$ cat src/logic/sq_pkg.sv
package sq_pkg;

	// ------------------------------
	// widths
	// ------------------------------
	localparam int WORD_W   = 32;    // host stream word
	localparam int SAMPLE_W = 16;    // fixed-point sample
	localparam int ACC_W    = 40;    // room for 256 full-scale products
	localparam int COUNT_W  = 8;
	localparam int SHIFT_W  = 5;

	// ------------------------------
	// op codes and word layouts
	// ------------------------------
	typedef enum logic [2:0] {
		OP_CONV    = 3'd0,
		OP_MAXPOOL = 3'd1,
		OP_AVEPOOL = 3'd2
	} op_e;                          // 3..7 rejected by decode

	typedef struct packed {
		logic [2:0]         op_type;     // raw, may be illegal
		logic [SHIFT_W-1:0] shift;       // output scaling
		logic [15:0]        reserved;
		logic [COUNT_W-1:0] count_m1;    // data words minus one
	} cmd_hdr_t;

	typedef struct packed {
		logic signed [SAMPLE_W-1:0] hi;  // sample
		logic signed [SAMPLE_W-1:0] lo;  // weight for conv
	} data_word_t;

	// Same 32 bits, read as header or as data depending on decoder state.
	typedef union packed {
		cmd_hdr_t   cmd;
		data_word_t dat;
	} in_word_u;

	typedef struct packed {
		op_e                        op_type;
		logic [12:0]                zero;
		logic signed [SAMPLE_W-1:0] value;   // saturated result
	} result_word_t;

endpackage

$ cat src/logic/sq_op_if.sv
`timescale 1ns/1ps

interface sq_op_if;
	import sq_pkg::*;

	// ------------------------------
	// operation setup
	// ------------------------------
	logic               start;      // one cycle, new operation
	op_e                op_type;    // valid with start
	logic [SHIFT_W-1:0] shift;      // valid with start

	// ------------------------------
	// data stream
	// ------------------------------
	logic               dvalid;     // one data word
	data_word_t         data;
	logic               last;       // final word of operation

	// high from the cycle after last until the result is taken
	logic               busy;

	modport decode (
		output start,
		output op_type,
		output shift,
		output dvalid,
		output data,
		output last,
		input  busy
	);

	modport execute (
		input  start,
		input  op_type,
		input  shift,
		input  dvalid,
		input  data,
		input  last,
		output busy
	);

endinterface

$ cat src/logic/sq_accel_top.sv
`timescale 1ns/1ps

module sq_accel_top #(
	parameter int OUT_DEPTH = 16
) (
	input  logic                      okClk,
	input  logic                      arst_n,
	input  logic                      op_en,
	input  logic                      in_valid,
	input  logic [sq_pkg::WORD_W-1:0] in_data,
	output logic                      in_ready,
	output logic                      out_valid,
	output logic [sq_pkg::WORD_W-1:0] out_data,
	input  logic                      out_ready,
	output logic                      op_done,
	output logic                      cmd_error
);
	import sq_pkg::*;

	logic              lb_valid;       // decode to result, loopback
	logic [WORD_W-1:0] lb_word;
	logic              lb_ready;
	logic              res_valid;      // execute to result
	result_word_t      res_word;
	logic              res_ready;

	sq_op_if op_bus ();

	sq_cmd_decode decode0 (
		.okClk     (okClk),
		.arst_n    (arst_n),
		.op_en     (op_en),
		.in_valid  (in_valid),
		.in_data   (in_data),
		.in_ready  (in_ready),
		.op        (op_bus.decode),
		.lb_valid  (lb_valid),
		.lb_word   (lb_word),
		.lb_ready  (lb_ready),
		.cmd_error (cmd_error)
	);

	sq_execute execute0 (
		.okClk     (okClk),
		.arst_n    (arst_n),
		.op        (op_bus.execute),
		.res_valid (res_valid),
		.res_word  (res_word),
		.res_ready (res_ready)
	);

	sq_result #(
		.OUT_DEPTH (OUT_DEPTH)
	) result0 (
		.okClk     (okClk),
		.arst_n    (arst_n),
		.res_valid (res_valid),
		.res_word  (res_word),
		.res_ready (res_ready),
		.lb_valid  (lb_valid),
		.lb_word   (lb_word),
		.lb_ready  (lb_ready),
		.out_valid (out_valid),
		.out_data  (out_data),
		.out_ready (out_ready),
		.op_done   (op_done)
	);

endmodule

$ cat src/logic/sq_cmd_decode.sv
`timescale 1ns/1ps

module sq_cmd_decode (
	input  logic                      okClk,
	input  logic                      arst_n,
	input  logic                      op_en,
	input  logic                      in_valid,
	input  logic [sq_pkg::WORD_W-1:0] in_data,
	output logic                      in_ready,
	sq_op_if.decode                   op,
	output logic                      lb_valid,
	output logic [sq_pkg::WORD_W-1:0] lb_word,
	input  logic                      lb_ready,
	output logic                      cmd_error
);
	import sq_pkg::*;

	in_word_u           in_word;
	logic               in_acc;
	logic               ready_en;      // held low one cycle out of reset
	logic               open_q;        // header seen, data words pending
	logic               skip_q;        // illegal command, swallow its data
	logic [COUNT_W-1:0] cnt_q;         // data words left minus one
	logic               hdr_legal;
	logic               last_pend;     // last is out, busy not yet up

	assign in_word   = in_data;
	assign hdr_legal = (in_word.cmd.op_type <= OP_AVEPOOL);
	assign last_pend = op.dvalid && op.last;

	// lb_ready is low when the FIFO is full or a loopback word is stuck
	assign in_ready = ready_en && !op.busy && !last_pend && lb_ready;
	assign in_acc   = in_valid && in_ready;

	// ------------------------------
	// control
	// ------------------------------
	always_ff @(posedge okClk or negedge arst_n) begin
		if (!arst_n) begin
			ready_en  <= 1'b0;
			open_q    <= 1'b0;
			skip_q    <= 1'b0;
			cnt_q     <= '0;
			lb_valid  <= 1'b0;
			op.start  <= 1'b0;
			op.dvalid <= 1'b0;
			op.last   <= 1'b0;
			cmd_error <= 1'b0;
		end else begin
			ready_en  <= 1'b1;
			op.start  <= 1'b0;                // strobes are single cycle
			op.dvalid <= 1'b0;
			op.last   <= 1'b0;
			if (lb_ready) begin
				lb_valid <= 1'b0;             // taken by result FIFO
			end
			if (in_acc) begin
				if (!open_q) begin
					if (!op_en) begin
						lb_valid <= 1'b1;     // loopback mode
					end else begin
						open_q   <= 1'b1;
						cnt_q    <= in_word.cmd.count_m1;
						skip_q   <= !hdr_legal;
						op.start <= hdr_legal;
						if (!hdr_legal) begin
							cmd_error <= 1'b1;   // sticky
						end
					end
				end else begin
					op.dvalid <= !skip_q;
					op.last   <= !skip_q && (cnt_q == '0);
					if (cnt_q == '0) begin
						open_q <= 1'b0;
					end else begin
						cnt_q <= cnt_q - 1'b1;
					end
				end
			end
		end
	end

	// ------------------------------
	// payload
	// ------------------------------
	always_ff @(posedge okClk) begin
		if (in_acc && !open_q && !op_en) begin
			lb_word <= in_data;
		end
		if (in_acc && !open_q && op_en) begin
			op.op_type <= op_e'(in_word.cmd.op_type);
			op.shift   <= in_word.cmd.shift;
		end
		if (in_acc && open_q) begin
			op.data <= in_word.dat;
		end
	end

	// busy takes over from last_pend without a gap
	a_hold_while_busy: assert property (@(posedge okClk) disable iff (!arst_n)
		last_pend |=> op.busy)
		else $error("execute not busy after last word, input could pass a pending result");

endmodule

$ cat src/logic/sq_execute.sv
`timescale 1ns/1ps

module sq_execute (
	input  logic                 okClk,
	input  logic                 arst_n,
	sq_op_if.execute             op,
	output logic                 res_valid,
	output sq_pkg::result_word_t res_word,
	input  logic                 res_ready
);
	import sq_pkg::*;

	localparam logic signed [ACC_W-1:0] SAT_MAX = 2**(SAMPLE_W-1) - 1;
	localparam logic signed [ACC_W-1:0] SAT_MIN = -(2**(SAMPLE_W-1));
	localparam logic signed [ACC_W-1:0] ACC_MIN = {1'b1, {(ACC_W-1){1'b0}}};

	op_e                          op_q;
	logic [SHIFT_W-1:0]           shift_q;
	logic signed [ACC_W-1:0]      acc_q;
	logic signed [ACC_W-1:0]      acc_next;
	logic signed [ACC_W-1:0]      scaled;
	logic signed [SAMPLE_W-1:0]   hi;
	logic signed [SAMPLE_W-1:0]   lo;
	logic signed [2*SAMPLE_W-1:0] prod;
	logic signed [SAMPLE_W-1:0]   sat;
	logic                         busy_q;

	assign hi   = op.data.hi;
	assign lo   = op.data.lo;
	assign prod = hi * lo;

	// ------------------------------
	// reduction step
	// ------------------------------
	always_comb begin
		acc_next = acc_q;
		case (op_q)
			OP_CONV:    acc_next = acc_q + prod;     // mac
			OP_MAXPOOL: begin
				if (hi > acc_next) begin
					acc_next = hi;
				end
				if (lo > acc_next) begin
					acc_next = lo;
				end
			end
			OP_AVEPOOL: acc_next = acc_q + hi + lo;
			default:    acc_next = acc_q;
		endcase
	end

	// final value is taken straight from acc_next on the last word
	assign scaled = (op_q == OP_MAXPOOL) ? acc_next : (acc_next >>> shift_q);

	always_comb begin
		if (scaled > SAT_MAX) begin
			sat = SAT_MAX[SAMPLE_W-1:0];
		end else if (scaled < SAT_MIN) begin
			sat = SAT_MIN[SAMPLE_W-1:0];
		end else begin
			sat = scaled[SAMPLE_W-1:0];
		end
	end

	// ------------------------------
	// registers
	// ------------------------------
	always_ff @(posedge okClk or negedge arst_n) begin
		if (!arst_n) begin
			busy_q <= 1'b0;
		end else if (op.dvalid && op.last) begin
			busy_q <= 1'b1;                      // result ready next cycle
		end else if (busy_q && res_ready) begin
			busy_q <= 1'b0;
		end
	end

	always_ff @(posedge okClk) begin
		if (op.start) begin
			op_q    <= op.op_type;
			shift_q <= op.shift;
			acc_q   <= (op.op_type == OP_MAXPOOL) ? ACC_MIN : '0;
		end else if (op.dvalid) begin
			acc_q <= acc_next;
		end
		if (op.dvalid && op.last) begin
			res_word.op_type <= op_q;
			res_word.zero    <= '0;
			res_word.value   <= sat;
		end
	end

	assign res_valid = busy_q;
	assign op.busy   = busy_q;

	a_no_data_busy: assert property (@(posedge okClk) disable iff (!arst_n)
		(op.start || op.dvalid) |-> !busy_q)
		else $error("operation strobe while result pending");

endmodule

$ cat src/logic/sq_result.sv
`timescale 1ns/1ps

module sq_result #(
	parameter int OUT_DEPTH = 16
) (
	input  logic                      okClk,
	input  logic                      arst_n,
	input  logic                      res_valid,
	input  sq_pkg::result_word_t      res_word,
	output logic                      res_ready,
	input  logic                      lb_valid,
	input  logic [sq_pkg::WORD_W-1:0] lb_word,
	output logic                      lb_ready,
	output logic                      out_valid,
	output logic [sq_pkg::WORD_W-1:0] out_data,
	input  logic                      out_ready,
	output logic                      op_done
);
	import sq_pkg::*;

	localparam int AW = $clog2(OUT_DEPTH);

	logic [WORD_W-1:0] mem [OUT_DEPTH];
	logic [AW:0]       wr_ptr;             // extra bit tells full from empty
	logic [AW:0]       rd_ptr;
	logic              full;
	logic              empty;
	logic              res_acc;
	logic              lb_acc;
	logic              wr_en;
	logic              rd_en;
	logic [WORD_W-1:0] wr_data;

	assign empty = (wr_ptr == rd_ptr);
	assign full  = (wr_ptr[AW] != rd_ptr[AW]) && (wr_ptr[AW-1:0] == rd_ptr[AW-1:0]);

	// ------------------------------
	// write side arbitration
	// ------------------------------
	assign res_ready = !full;
	assign lb_ready  = !full && !res_valid;    // result wins
	assign res_acc   = res_valid && res_ready;
	assign lb_acc    = lb_valid && lb_ready;
	assign wr_en     = res_acc || lb_acc;
	assign wr_data   = res_valid ? res_word : lb_word;

	// first word fall through
	assign out_valid = !empty;
	assign out_data  = mem[rd_ptr[AW-1:0]];
	assign rd_en     = out_valid && out_ready;

	always_ff @(posedge okClk or negedge arst_n) begin
		if (!arst_n) begin
			wr_ptr  <= '0;
			rd_ptr  <= '0;
			op_done <= 1'b0;
		end else begin
			op_done <= res_acc;                // one pulse per result
			if (wr_en) begin
				wr_ptr <= wr_ptr + 1'b1;
			end
			if (rd_en) begin
				rd_ptr <= rd_ptr + 1'b1;
			end
		end
	end

	always_ff @(posedge okClk) begin
		if (wr_en) begin
			mem[wr_ptr[AW-1:0]] <= wr_data;
		end
	end

	// occupancy from the pointers never exceeds the depth
	a_no_write_full: assert property (@(posedge okClk) disable iff (!arst_n)
		(AW+1)'(wr_ptr - rd_ptr) <= OUT_DEPTH)
		else $error("output FIFO holds more words than its depth");

	a_no_read_empty: assert property (@(posedge okClk) disable iff (!arst_n)
		empty |=> (rd_ptr == $past(rd_ptr)))
		else $error("output FIFO read while empty");

endmodule

$ cat config.mk
export PLATFORM = sky130hd
export DESIGN_NAME = sq_accel_top
export DESIGN_NICKNAME = d
export VERILOG_FILES = /design/src/logic/sq_pkg.sv /design/src/logic/sq_op_if.sv /design/src/logic/sq_accel_top.sv /design/src/logic/sq_cmd_decode.sv /design/src/logic/sq_execute.sv /design/src/logic/sq_result.sv
export SDC_FILE = /design/constraint.sdc
export NUM_CORES = 2
export LEC_CHECK = 0
export CAP_MARGIN = 15
export CORE_ASPECT_RATIO = 1.2
export CORE_MARGIN = 8
export CORE_UTILIZATION = 60
export CTS_BUF_LIST = sky130_fd_sc_hd__clkbuf_4 sky130_fd_sc_hd__clkbuf_8
export CTS_CLUSTER_DIAMETER = 50
export DETAILED_ROUTE_END_ITERATION = 12
export DONT_BUFFER_PORTS = 1
export PLACE_DENSITY = 0.76
export REMOVE_ABC_BUFFERS = 1
export SLEW_MARGIN = 10
export SYNTH_ARGS = -nofsm -noshare
export SYNTH_HDL_FRONTEND = slang
export SYNTH_SLANG_ARGS = --single-unit
export TNS_END_PERCENT = 1
$ cat constraint.sdc
create_clock -name okClk -period 23.3 [get_ports okClk]
set_clock_uncertainty 0.05 [all_clocks]
set_input_delay 1.165 -clock okClk [delete_from_list [all_inputs] [get_ports okClk]]
set_output_delay 1.165 -clock okClk [all_outputs]
set_load 0.005 [all_outputs]
# After elaboration in Yosys (flattened, before gate mapping)
# Memories as Yosys holds them, arrays and structs flattened.
# Cells that the tools add are included.
# word_totals
ram_bits	512
register_bits	167
romBits	0
memories	1
latch_bits	0
input_bits	37
# mem_list
name	words	word_bits	rd	rd_clocked_by_memory_dff	write_ports	line_no	source
result0.mem	16	32	1	0	1	sq_result.sv:23	logic [WORD_W-1:0] mem [OUT_DEPTH];
# classes
n_bitwise	2
n_eq_ne	7
shifts	1
multipliers	1
n_lt_le_gt_ge	5
div	0
n_mux	31
add_sub_neg	6
reduce_logical	32
# ops
cell	n
$mux 40	7
$pmux 40 s3	1
$add 40x16->40	2
$gt 16x40->1	2
$add 40x32->40	1
$gt 40x16->1 const B	1
$lt 40x16->1 const B	1
$sshr 40x5->40	1
$mul 16x16->32	1
$mux 32	1
$mux 8	3
$mux 1	18
$mux 16	1
$logic_and 1x1->1	15
$add 5x1->5 const B	2
$logic_not 1->1	8
$logic_not 8->1	1
$sub 8x1->8 const B	1
$eq 3x1->1 const B	2
$reduce_and 3->1	2
$reduce_bool 2->1	3
$eq 5x5->1	1
$eq 4x4->1	1
$reduce_and 4->1	1
other kinds (7)	8

# Longest topological paths before layout
# depth
depth_word	10
mapped_depth	37

# Hierarchy
# From an unflattened synthesis, not the netlist that was laid out.
# hier_totals
cells_unflattened	4218
area_unflattened_um2	49281.0
# modules_own_cells
mod	area_each_um2	n_inst	cells_each
sq_execute	25876.1	1	3147
sq_result	20354.5	1	904
sq_cmd_decode	3050.4	1	167

# Worst setup path before layout
# OpenSTA, ideal clock, no wires.
# synth_path
kind	register to register
start	register decode0.op.data[31] (netlist name)
end	register execute0.res_word[8] (netlist name)
n_path_buf	4
path_slack_ns	12.872
t_arrival_ns	10.103
synth_period_minus_slack_ns	10.428
path_stages_with_launch	33
path_cell_list	edfxtp_1 clkbuf_1 clkbuf_1 nand2_1 inv_1 fa_1 fa_1 inv_1 fa_1 fa_1 inv_1 fa_1 inv_1 fa_1 inv_1 ha_1 buf_2 a211oi_1 o21bai_1 a2111oi_0 nor2_1 a31oi_1 mux2i_1 o41ai_2 a211oi_1 or3_1 a21boi_1 o41a_1 nand2b_1 a2111o_1 o31ai_4 buf_6 o31ai_1
# synth_between
elab_chain_cells	10
elab_cells_between_ends	15
# synth_lines
item	line_no	source
branches (longest 5 deep; another with $add 40x32->40)	n/a	
$pmux 40 s3 (*)	sq_execute.sv:37	case (op_q)
$sshr 40x5->40	sq_execute.sv:53	assign scaled = (op_q == OP_MAXPOOL) ? acc_next : (acc_next >>> shift_q);
$mux 40 (*)	sq_execute.sv:53	
$lt 40x16->1	sq_execute.sv:58	end else if (scaled < SAT_MIN) begin
$mux 16	sq_execute.sv:58	
# Every way passes the cells marked *. The select of a mux whose other input is x is not followed.
# A chain may end at the register's enable or synchronous reset.

# Worst setup path in the final report
# layout_path
start	register decode0.op.data[4] (netlist name)
end	register execute0.res_word[8] (netlist name)
# layout_between
elab_chain_cells	7
elab_cells_between_ends	11
# layout_lines
item	line_no
$mul 16x16->32 or $gt 16x40->1 (tied branches)	sq_execute.sv:30, sq_execute.sv:43
$add 40x32->40 or $mux 40 (tied branches)	sq_execute.sv:38, sq_execute.sv:43
$pmux 40 s3 (*)	sq_execute.sv:37
$sshr 40x5->40	sq_execute.sv:53
$mux 40 (*)	sq_execute.sv:53
$lt 40x16->1	sq_execute.sv:58
$mux 16	sq_execute.sv:58
# Mark *: on every way between the ends. The rest lies on a longest branch, timed or not.

==> flow_summary.ini <==
[synth]
syn_avg_cell_area_um2 = 11.9
synth_top_family_by_area = adder cells
synth_area_leader_cell = edfxtp_1
ys_top_cells_by_area = edfxtp_1 (40%), fa_1 (15%), mux4_2 (7.6%)
synthSimpleGateAreaFrac_pct = 9.86
synthArstFlopShare_pct = 4.12
ys_seq_elements = 679
synth.distinct_cells = 104
yosysWarnings = 0
ys_seq_area_share_pct = 41.0
synthAdderAreaFrac_pct = 21.5
synth_compound_area_share_pct = 11.4
syn_inst = 4169
synthFlopType = edfxtp_1
netlist.area_leader.share_pct = 39.5
synth_area_um2 = 49400
muxShareOfSynthArea_pct = 9.56
synth_edf_count = 651
synth-xor-area-share_pct = 1.19

[placed_design]
dp_hpwl_um = 103000
port_buffers = 0
dpl_cell_area_um2 = 50400
gp_congestion = 1.02

[setup_path]
cp.required_ns = 23.70
cpPeakStageDelay_ns = 0.98
endpoint_kind = register
cp.arrival_ns = 11.48
worstSetupStartpointType = register
critPathMostFrequentCell = fa_1
crit_type = register to register
crit_slowest_cell = edfxtp_1
path_max_fanout = 19

[route]
routed_wirelength_um = 143000
drc = 0
final_antenna_net_count = 0
first_pass_iters = 6
route.vias.total = 34800
wl_per_cell_um = 27.1
drtIter0Drc = 3757
viasPerCell = 6.60

[timing]
tns_ns = 0
timing.final.crit_share_pct = 47.6
whs_ns = 0.0671
maxSlewHeadroom_pct = 17.7
rsz0062_at_grt = no
tightest_slew_ns = 1.23
finalMaxSlewViolations = 0
fmax_ghz = 0.0903
setup_viol = 0
min_period_ns = 11.08
hold_violations = 0

[final_layout]
nFillCells = 6010
final_net_count = 4784
fin_area_um2 = 52600
layout-drive-gt1-share_pct = 12.5
final_cell_mix = edfxtp_1 (651), inv_1 (484), fa_1 (370)
final_common_cell = edfxtp_1
area_growth_pct = 6.51

[flow_run]
cap_viol_max_count = 0

[floorplanning]
core-area_um2 = 81900
ioPinCount = 73
initial_core_util_pct = 60.4
fp.dieArea_um2 = 91900
die_x_um = 278
rows = 115
die_h_um = 330

[global_route]
grtUsageTotal_pct = 31.2
gr-total-overflow = 0
grt_pass1_vias = 35800
grt_pass1_wl_um = 218000
grt_max_degree = 64
antenna_found_initial = 8

[cts]
postCtsHoldBufs = 0
clk_pin_slew_ns = 0.07
max-clock-path-buffers = 3
cts-root-buf = clkbuf_8
cts_resized = 0
clock_sinks = 679
cts_tree = yes
cts_buffers = 104
clk_latency_ns = 0.76
htreeDepth = 3
postCtsSetupBuffers = 0

[outcome]
status = complete, no violations

[hold_path]
hp-class = primary input to async pin
-- cells in the mapped netlist, types with 10 or more instances --
| cell | number |
|---|---|
| inv_1 | 485 |
| o211a_1 | 10 |
| mux2_2 | 29 |
| a21oi_1 | 233 |
| nand3_1 | 67 |
| nor4_1 | 12 |
| and2_1 | 140 |
| fa_1 | 370 |
| o21a_1 | 29 |
| a31oi_1 | 39 |
| buf_2 | 17 |
| nor2_1 | 194 |
| a211oi_1 | 61 |
| mux2i_1 | 66 |
| o21ai_0 | 120 |
| o211ai_1 | 37 |
| xor2_1 | 22 |
| o31ai_1 | 24 |
| nor2b_1 | 37 |
| or3_1 | 16 |
| edfxtp_1 | 651 |
| o22ai_1 | 27 |
| o21ai_1 | 15 |
| o221ai_1 | 14 |
| xnor2_1 | 45 |
| o2111ai_1 | 10 |
| a21o_1 | 40 |
| clkbuf_1 | 167 |
| o21ai_2 | 11 |
| dfrtp_1 | 28 |
| nand4_1 | 69 |
| ha_1 | 256 |
| a221oi_1 | 12 |
| nand2_1 | 324 |
| nand2b_1 | 22 |
| a22oi_1 | 12 |
| nor3_1 | 61 |
| mux4_2 | 166 |
| o21bai_1 | 11 |
| and3_1 | 11 |
| buf_1 | 33 |
-- worst max-delay path, delay by kind of cell (launching register included) --
family / cells / cell delay, ns
compound gates: 12 / 4.55
xor+xnor: 1 / 0.24
fa+ha+maj: 7 / 3.79
buf+inv: 3 / 0.44
flops: 1 / 0.98
simple gates: 3 / 0.67
-- kinds of logic (layout without fill, tap and decap cells) --
logic type,after synthesis,count (layout)
flip-flops,679,679
XOR/XNOR,67,67
adder cells (fa/ha/maj),626,626
AND/OR/NAND/NOR,994,994
AO/OA/AOI/OAI,831,831
other,1,15
buffers and inverters,710,747
multiplexers,261,261
-- registers in the layout (all words and copies together) (netlist names), 3 cells and up --
register,flops
execute0.res_word,19
execute0.acc_q,40
execute0.shift_q,5
decode0.op.shift,5
result0.wr_ptr,5
decode0.op.data,32
decode0.cnt_q,8
execute0.op_q,3
result0.rd_ptr,5
decode0.lb_word,32
decode0.op.op_type,3
result0.mem,512
-- metrics by stage --
stage,setup WS (ns),util (%),instances
after detailed placement,12.40,61.6,5067
after global routing,11.75,64.3,5263
after floorplan,10.99,-,3946
after CTS,12.34,64.2,5258
after global placement,12.50,61.6,5067
final,12.22,64.3,5273
-- final timing paths --
kind / slack, ns / cells past startpoint / startpoint / to
min in group okClk: 0.37 / 0 / decode0.op.shift[4] / execute0.shift_q[4]
worst max-delay path: 12.22 / 26 / decode0.op.data[4] / execute0.res_word[8]
worst max register to register: 12.22 / 26 / decode0.op.data[4] / execute0.res_word[8]
worst min-delay path: 0.07 / 0 / arst_n / decode0.cnt_q[6]
max in group asynchronous: 23.02 / 0 / arst_n / decode0.op.start
worst min register to register: 0.37 / 0 / decode0.op.shift[4] / execute0.shift_q[4]
-- cell type report --
type	instances	area [um^2]	area share, %
diodes	14	35.0	0.0665
clock inverters	53	452	0.858
well taps	1053	1320	2.50
inverters	487	1830	3.47
clock buffers	138	1710	3.24
flip-flops and latches	679	20300	38.5
repair buffers	69	531	1.01
multi-input cells	2780	26500	50.4
-- per-layer routing --
metal	track usage, %	wire (um)	part of all wire, %
met1	37.5	51600	36
met2	53.8	71100	50
met3	4.52	10800	7.6
met4	17.7	9260	6.5
met5	0	0	0
Power is left out: the tool's default activity adds up to more than one toggle a clock period on the data nets, which glitch-free logic cannot reach.
